===== src/rtl/hazard_cfg.svh =====
`ifndef HAZARD_CFG_SVH
`define HAZARD_CFG_SVH

// register file addressing, 32 registers with r0 hardwired to zero
`define HZ_REG_ADDR_W 5

// branch kind decoded in ID
`define HZ_BR_KIND_W 2

// no register branch
`define HZ_BR_NONE  2'b00
// BEQ and BNE read rs and rt
`define HZ_BR_RS_RT 2'b01
// JR and JALR read rs only
`define HZ_BR_RS    2'b10

// forwarding source for an EX operand
`define HZ_FWD_SEL_W 2

// value from the register file read in ID
`define HZ_FWD_REG 2'b00
// ALU result held in the MEM stage
`define HZ_FWD_MEM 2'b01
// write-back value held in the WB stage
`define HZ_FWD_WB  2'b10

`endif

===== src/rtl/pipe_pkg.sv =====
`include "hazard_cfg.svh"

package pipe_pkg;

    // forwarding mux select for one ALU operand in EX
    // values are the HZ_FWD_* codes of the config header
    typedef logic [`HZ_FWD_SEL_W-1:0] fwd_sel_t;

endpackage


===== src/rtl/isa_pkg.sv =====
`include "hazard_cfg.svh"

package isa_pkg;

    // register number as found in the rs, rt and rd fields
    typedef logic [`HZ_REG_ADDR_W-1:0] reg_addr_t;

    // branch kind from the decoder
    // values are the HZ_BR_* codes of the config header
    typedef logic [`HZ_BR_KIND_W-1:0] branch_kind_t;

endpackage


===== src/rtl/hazard_ctrl_top.sv =====
`timescale 1ns/1ps

module hazard_ctrl_top (
    input  logic                  i_clk,
    input  logic                  i_rst_n,

    // decoded fields of the instruction in ID
    input  isa_pkg::reg_addr_t    i_rs_id,
    input  isa_pkg::reg_addr_t    i_rt_id,
    input  isa_pkg::reg_addr_t    i_reg_dst_id,
    input  logic                  i_wb_write_id,
    input  logic                  i_mem_read_id,
    input  isa_pkg::branch_kind_t i_branch_kind_id,

    // hold PC and IF/ID while high
    output logic                  o_stall,
    output pipe_pkg::fwd_sel_t    o_fwd_a_sel,
    output pipe_pkg::fwd_sel_t    o_fwd_b_sel
);

    import isa_pkg::*;

    reg_addr_t rs_ex;
    reg_addr_t rt_ex;
    reg_addr_t reg_dst_ex;
    reg_addr_t reg_dst_mem;
    reg_addr_t reg_dst_wb;
    logic      wb_write_ex;
    logic      wb_write_mem;
    logic      wb_write_wb;
    logic      mem_read_ex;

    // the stall feeds back so EX takes a bubble
    stage_dst_tracker stage_dst_tracker_inst (
        .i_clk          (i_clk),
        .i_rst_n        (i_rst_n),
        .i_stall        (o_stall),
        .i_rs_id        (i_rs_id),
        .i_rt_id        (i_rt_id),
        .i_reg_dst_id   (i_reg_dst_id),
        .i_wb_write_id  (i_wb_write_id),
        .i_mem_read_id  (i_mem_read_id),
        .o_rs_ex        (rs_ex),
        .o_rt_ex        (rt_ex),
        .o_reg_dst_ex   (reg_dst_ex),
        .o_wb_write_ex  (wb_write_ex),
        .o_mem_read_ex  (mem_read_ex),
        .o_reg_dst_mem  (reg_dst_mem),
        .o_wb_write_mem (wb_write_mem),
        .o_reg_dst_wb   (reg_dst_wb),
        .o_wb_write_wb  (wb_write_wb)
    );

    hazard_detect hazard_detect_inst (
        .i_rs_id          (i_rs_id),
        .i_rt_id          (i_rt_id),
        .i_branch_kind_id (i_branch_kind_id),
        .i_reg_dst_ex     (reg_dst_ex),
        .i_reg_dst_mem    (reg_dst_mem),
        .i_reg_dst_wb     (reg_dst_wb),
        .i_wb_write_ex    (wb_write_ex),
        .i_wb_write_mem   (wb_write_mem),
        .i_wb_write_wb    (wb_write_wb),
        .i_mem_read_ex    (mem_read_ex),
        .o_stall          (o_stall)
    );

    forward_select forward_select_inst (
        .i_rs_ex        (rs_ex),
        .i_rt_ex        (rt_ex),
        .i_reg_dst_mem  (reg_dst_mem),
        .i_reg_dst_wb   (reg_dst_wb),
        .i_wb_write_mem (wb_write_mem),
        .i_wb_write_wb  (wb_write_wb),
        .o_fwd_a_sel    (o_fwd_a_sel),
        .o_fwd_b_sel    (o_fwd_b_sel)
    );

endmodule


===== src/rtl/forward_select.sv =====
`timescale 1ns/1ps
`include "hazard_cfg.svh"

module forward_select (
    // operands of the instruction in EX
    input  isa_pkg::reg_addr_t i_rs_ex,
    input  isa_pkg::reg_addr_t i_rt_ex,

    // writers ahead of it
    input  isa_pkg::reg_addr_t i_reg_dst_mem,
    input  isa_pkg::reg_addr_t i_reg_dst_wb,
    input  logic               i_wb_write_mem,
    input  logic               i_wb_write_wb,

    output pipe_pkg::fwd_sel_t o_fwd_a_sel,
    output pipe_pkg::fwd_sel_t o_fwd_b_sel
);

    import isa_pkg::*;
    import pipe_pkg::*;

    // MEM holds the newer value, so it wins over WB
    function automatic fwd_sel_t pick_source(
        input reg_addr_t src,
        input reg_addr_t dst_mem,
        input logic      wr_mem,
        input reg_addr_t dst_wb,
        input logic      wr_wb
    );
        if (wr_mem && (dst_mem != '0) && (dst_mem == src)) begin
            pick_source = `HZ_FWD_MEM;
        end else if (wr_wb && (dst_wb != '0) && (dst_wb == src)) begin
            pick_source = `HZ_FWD_WB;
        end else begin
            pick_source = `HZ_FWD_REG;
        end
    endfunction

    // operand A comes from rs
    assign o_fwd_a_sel = pick_source(i_rs_ex, i_reg_dst_mem, i_wb_write_mem,
                                     i_reg_dst_wb, i_wb_write_wb);

    // operand B comes from rt
    assign o_fwd_b_sel = pick_source(i_rt_ex, i_reg_dst_mem, i_wb_write_mem,
                                     i_reg_dst_wb, i_wb_write_wb);

endmodule


===== src/rtl/hazard_detect.sv =====
`timescale 1ns/1ps
`include "hazard_cfg.svh"

module hazard_detect (
    // operands and branch kind of the instruction in ID
    input  isa_pkg::reg_addr_t    i_rs_id,
    input  isa_pkg::reg_addr_t    i_rt_id,
    input  isa_pkg::branch_kind_t i_branch_kind_id,

    // pending writers further down the pipe
    input  isa_pkg::reg_addr_t    i_reg_dst_ex,
    input  isa_pkg::reg_addr_t    i_reg_dst_mem,
    input  isa_pkg::reg_addr_t    i_reg_dst_wb,
    input  logic                  i_wb_write_ex,
    input  logic                  i_wb_write_mem,
    input  logic                  i_wb_write_wb,
    input  logic                  i_mem_read_ex,

    output logic                  o_stall
);

    import isa_pkg::*;

    // a stage that writes src, r0 never counts as a match
    function automatic logic writes_src(
        input reg_addr_t src,
        input reg_addr_t dst,
        input logic      wr
    );
        writes_src = wr && (dst != '0) && (dst == src);
    endfunction

    logic load_use;
    logic rs_pending;
    logic rt_pending;
    logic branch_stall;

    // load in EX whose data is not ready until the end of MEM
    assign load_use = writes_src(i_rs_id, i_reg_dst_ex, i_mem_read_ex)
                   || writes_src(i_rt_id, i_reg_dst_ex, i_mem_read_ex);

    // the branch compare sits in ID, so it waits for the writer to retire
    assign rs_pending = writes_src(i_rs_id, i_reg_dst_ex,  i_wb_write_ex)
                     || writes_src(i_rs_id, i_reg_dst_mem, i_wb_write_mem)
                     || writes_src(i_rs_id, i_reg_dst_wb,  i_wb_write_wb);

    assign rt_pending = writes_src(i_rt_id, i_reg_dst_ex,  i_wb_write_ex)
                     || writes_src(i_rt_id, i_reg_dst_mem, i_wb_write_mem)
                     || writes_src(i_rt_id, i_reg_dst_wb,  i_wb_write_wb);

    always_comb begin
        case (i_branch_kind_id)
            `HZ_BR_RS_RT: begin
                branch_stall = rs_pending || rt_pending;
            end
            // JR and JALR ignore rt
            `HZ_BR_RS: begin
                branch_stall = rs_pending;
            end
            `HZ_BR_NONE: begin
                branch_stall = 1'b0;
            end
            default: begin
                branch_stall = 1'b0;
            end
        endcase
    end

    assign o_stall = load_use || branch_stall;

endmodule


===== src/rtl/stage_dst_tracker.sv =====
`timescale 1ns/1ps

module stage_dst_tracker (
    input  logic              i_clk,
    input  logic              i_rst_n,
    input  logic              i_stall,

    // fields of the instruction in ID
    input  isa_pkg::reg_addr_t i_rs_id,
    input  isa_pkg::reg_addr_t i_rt_id,
    input  isa_pkg::reg_addr_t i_reg_dst_id,
    input  logic              i_wb_write_id,
    input  logic              i_mem_read_id,

    // EX stage
    output isa_pkg::reg_addr_t o_rs_ex,
    output isa_pkg::reg_addr_t o_rt_ex,
    output isa_pkg::reg_addr_t o_reg_dst_ex,
    output logic              o_wb_write_ex,
    output logic              o_mem_read_ex,

    // MEM and WB stages
    output isa_pkg::reg_addr_t o_reg_dst_mem,
    output logic              o_wb_write_mem,
    output isa_pkg::reg_addr_t o_reg_dst_wb,
    output logic              o_wb_write_wb
);

    import isa_pkg::*;

    // register fields per stage
    reg_addr_t rs_ex;
    reg_addr_t rt_ex;
    reg_addr_t reg_dst_ex;
    reg_addr_t reg_dst_mem;
    reg_addr_t reg_dst_wb;

    // control per stage
    logic wb_write_ex;
    logic mem_read_ex;
    logic wb_write_mem;
    logic wb_write_wb;

    // control bits, a stall turns the EX entry into a bubble
    always_ff @(posedge i_clk) begin
        if (!i_rst_n) begin
            wb_write_ex  <= 1'b0;
            mem_read_ex  <= 1'b0;
            wb_write_mem <= 1'b0;
            wb_write_wb  <= 1'b0;
        end else begin
            wb_write_ex  <= i_stall ? 1'b0 : i_wb_write_id;
            mem_read_ex  <= i_stall ? 1'b0 : i_mem_read_id;
            wb_write_mem <= wb_write_ex;
            wb_write_wb  <= wb_write_mem;
        end
    end

    // register numbers, a bubble carries r0 in every field
    always_ff @(posedge i_clk) begin
        if (i_stall) begin
            rs_ex      <= '0;
            rt_ex      <= '0;
            reg_dst_ex <= '0;
        end else begin
            rs_ex      <= i_rs_id;
            rt_ex      <= i_rt_id;
            reg_dst_ex <= i_reg_dst_id;
        end
        reg_dst_mem <= reg_dst_ex;
        reg_dst_wb  <= reg_dst_mem;
    end

    assign o_rs_ex        = rs_ex;
    assign o_rt_ex        = rt_ex;
    assign o_reg_dst_ex   = reg_dst_ex;
    assign o_wb_write_ex  = wb_write_ex;
    assign o_mem_read_ex  = mem_read_ex;
    assign o_reg_dst_mem  = reg_dst_mem;
    assign o_wb_write_mem = wb_write_mem;
    assign o_reg_dst_wb   = reg_dst_wb;
    assign o_wb_write_wb  = wb_write_wb;

endmodule


===== config.mk =====
export PLATFORM = sky130hd
export DESIGN_NAME = hazard_ctrl_top
export DESIGN_NICKNAME = d
export VERILOG_FILES = /design/src/rtl/pipe_pkg.sv /design/src/rtl/isa_pkg.sv /design/src/rtl/hazard_ctrl_top.sv /design/src/rtl/forward_select.sv /design/src/rtl/hazard_detect.sv /design/src/rtl/stage_dst_tracker.sv
export VERILOG_INCLUDE_DIRS = /design/src /design/src/rtl
export SDC_FILE = /design/constraint.sdc
export NUM_CORES = 1
export LEC_CHECK = 0
export BUFFER_PORTS_ARGS = -buffer_cell sky130_fd_sc_hd__clkbuf_2
export CAP_MARGIN = 15
export CORE_ASPECT_RATIO = 0.9
export CORE_MARGIN = 5
export CORE_UTILIZATION = 40
export CTS_CLUSTER_DIAMETER = 120
export CTS_CLUSTER_SIZE = 12
export DETAILED_ROUTE_END_ITERATION = 10
export PLACE_DENSITY = 0.7
export SLEW_MARGIN = 0
export SYNTH_ARGS = -nofsm -noshare
export SYNTH_HDL_FRONTEND = slang
export SYNTH_SLANG_ARGS = --single-unit

===== constraint.sdc =====
create_clock -name i_clk -period 5.1 [get_ports i_clk]
set_input_delay 0.765 -clock i_clk [delete_from_list [all_inputs] [get_ports i_clk]]
set_output_delay 0.765 -clock i_clk [all_outputs]
set_load 0.03 [all_outputs]

==> results.ini <==
[setup_path]
end_kind=output pin
worstPathRequired_ns=4.34
critPathMaxFanout=18
path_class=flop to output pin
worstPathArrival_ns=2.91
start_kind=flop

[sta]
layout_setup_ws_ns=1.424
hold_viol=0
finClkSkew_ns=0.003042
rsz0062_at_grt=false
tightestPinTransition_ns=0.4346
fin_tns_setup_ns=0
slew_headroom_pct=70.83
finalCriticalPeriod_ns=3.676
fmax_mhz=272.0
whs_ns=0.4173
finalSetupViolations=0
fin_crit_sh_pct=72.08
slew_viol_final=0

[clock_network]
cts_resized=0
cts_buffer_depth=2
path_clk_slew_ns=0.06
tritoncts=yes
htreeDepth=2
root_buffer=clkbuf_8
post_cts_buffers=0
hold_buffers=0
clock_sinks=29
numCtsBuffers=5
clk_latency_ns=0.29

[die]
rows=21
initial_core_util_pct=41.37
die_h_um=68.73
core_um2=3705
die-area_um2=5172
io_pins=26
die_w_um=75.25

[route]
viasPerCell=5.321
wl_per_cell_um=15.23
dr.pass1.iters=4
drc=0
via_count=1261
detail-route-antenna-nets=0
initialDrtViolationCount=57
wl_um=3610

[global_route]
grtUsageTotal_pct=16.24
grt_antenna_before_repair=0
grt_max_degree=19
grt_pass1_wl_um=5940
grt_pass1_vias=1237
grt_overflow=0

[power_and_ir_drop]
power_leakage_uw=0.0007680
ir_worst_vdd_mv=0.1721
power_density_nw_per_um2=309.6

[layout]
area_delta_synth_final_pct=14.29
antenna_cells=0
fillers=364
multi_input_area_um2=860.8
fin_nets=213
drive_gt1_share_pct=19.37
final-seq-area_um2=580.6

[synth]
synthDistinctLibCells=27
avgSynthCellArea_um2=9.016
synthesis.area_um2=1533
ys_seq_area_share_pct=37.88
syn_nets=193
yosys_warnings=0
synthCells=170
ys_ff_latch=29

[placement]
dp_hpwl_um=2634
io_buffers=25
gp_congestion=0.9062
place_ws_ns=1.562

[run]
drv_cap=0

[hold_path]
worstHoldPathType=flop to flop

[outcome]
outcome=finished clean

## worst max-delay path: stages (launching register included)
cell and delay [ns]:
dfxtp_1 0.41, or4_1 0.54, o21ai_1 0.38, nor4_1 0.12, or4_4 0.56, or3b_1 0.42
clkbuf_2 0.19
## area by class of cell
type                            instances  area share, %
Clock inverter                          1         0.2857
Multi-Input combinational cell        124          49.14
Sequential cell                        29          33.14
Timing Repair Buffer                   27          8.000
Inverter                                3         0.6429
Clock buffer                            7          5.500
Tap cell                               46          3.286
## per-stage QoR
stage                     power [uW]  utilization [%]  instance area, um^2  std cells
after floorplan                316.5                -                 1533        170
after detailed placement       338.7            44.55                 1650        229
after global routing           565.9            47.28                 1752        237
after global placement         336.9            44.55                 1650        229
final                          542.3            47.28                 1752        237
after CTS                      547.6            47.28                 1752        237
## registers in the layout, indices dropped and copies added, names as in the netlist
| name | flops |
|---|---|
| stage_dst_tracker_inst.o_mem_read_ex | 1 |
| stage_dst_tracker_inst.o_reg_dst_wb | 5 |
| stage_dst_tracker_inst.o_rt_ex | 5 |
| stage_dst_tracker_inst.o_wb_write_ex | 1 |
| stage_dst_tracker_inst.o_rs_ex | 5 |
| stage_dst_tracker_inst.o_reg_dst_mem | 5 |
| stage_dst_tracker_inst.o_reg_dst_ex | 5 |
| stage_dst_tracker_inst.o_wb_write_wb | 1 |
| stage_dst_tracker_inst.o_wb_write_mem | 1 |
## Yosys cell counts
cell type   n  area (um^2)
and2_1      2        12.51
and3_1      1        6.260
buf_2       1        5.000
buf_4       1        7.510
buf_6       3        33.78
clkbuf_1    9        33.78
dfxtp_1    29        580.6
ha_1        2        25.02
inv_1       3        11.26
nand2_1    16        60.06
nand2b_1    1        6.260
nand3_1     5        25.02
nand4_1     5        31.28
nor2_1      2        7.510
nor3_1     20        100.1
nor4_1      6        37.54
nor4b_1     1        8.760
o211a_1     1        10.01
o21a_1      1        7.510
o21ai_1     2        10.01
o21ba_2     1        10.01
o21bai_1    1        7.510
or3b_1      1        8.760
or4_1       5        37.54
or4_4       1        11.26
xnor2_1    25        219.0
xor2_1     25        219.0
## per-layer routing
| metal | share of wire (%) | track usage, % | wire (um) |
|---|---|---|---|
| met1 | 42 | 19.10 | 1527 |
| met2 | 46 | 25.33 | 1649 |
| met3 | 8.9 | 5.797 | 321 |
| met4 | 3.1 | 9.825 | 111 |
| met5 | 0 | 0 | 0 |
## cells in the final DEF (no fill, tap or decap), types with 3 or more instances in the layout
master | netlist | layout
clkbuf_2 | 0 | 25
nor3_1 | 20 | 20
xnor2_1 | 25 | 25
clkbuf_8 | 0 | 7
nor4_1 | 6 | 6
nand4_1 | 5 | 5
nand2_1 | 16 | 16
or4_1 | 5 | 5
xor2_1 | 25 | 25
nand3_1 | 5 | 5
dfxtp_1 | 29 | 29
inv_1 | 3 | 3
## cell families after synthesis
family | share of synthesized area, %
simple gates | 23.02
xor+xnor | 28.57
compound gates | 2.939
fa+ha+maj | 1.632
buf+inv | 5.959
flops | 37.88
## report_power, final
part           switching, uW  internal [uW]
logic                   32.2           38.4
registers               22.4            242
clock network           86.0            122
total                    141            402
## path summary, 6_finish.rpt
check | from | endpoint | slack [ns] | depth (start not counted)
setup / recovery | stage_dst_tracker_inst.o_reg_dst_wb[3] | o_stall | 1.42 | 6
hold / removal | stage_dst_tracker_inst.o_reg_dst_ex[1] | stage_dst_tracker_inst.o_reg_dst_mem[1] | 0.42 | 0
setup reg to reg | stage_dst_tracker_inst.o_reg_dst_wb[3] | stage_dst_tracker_inst.o_rs_ex[4] | 2.79 | 5
hold reg to reg | stage_dst_tracker_inst.o_reg_dst_ex[1] | stage_dst_tracker_inst.o_reg_dst_mem[1] | 0.42 | 0
No activity file was read; power rests on OpenSTA's default activity.
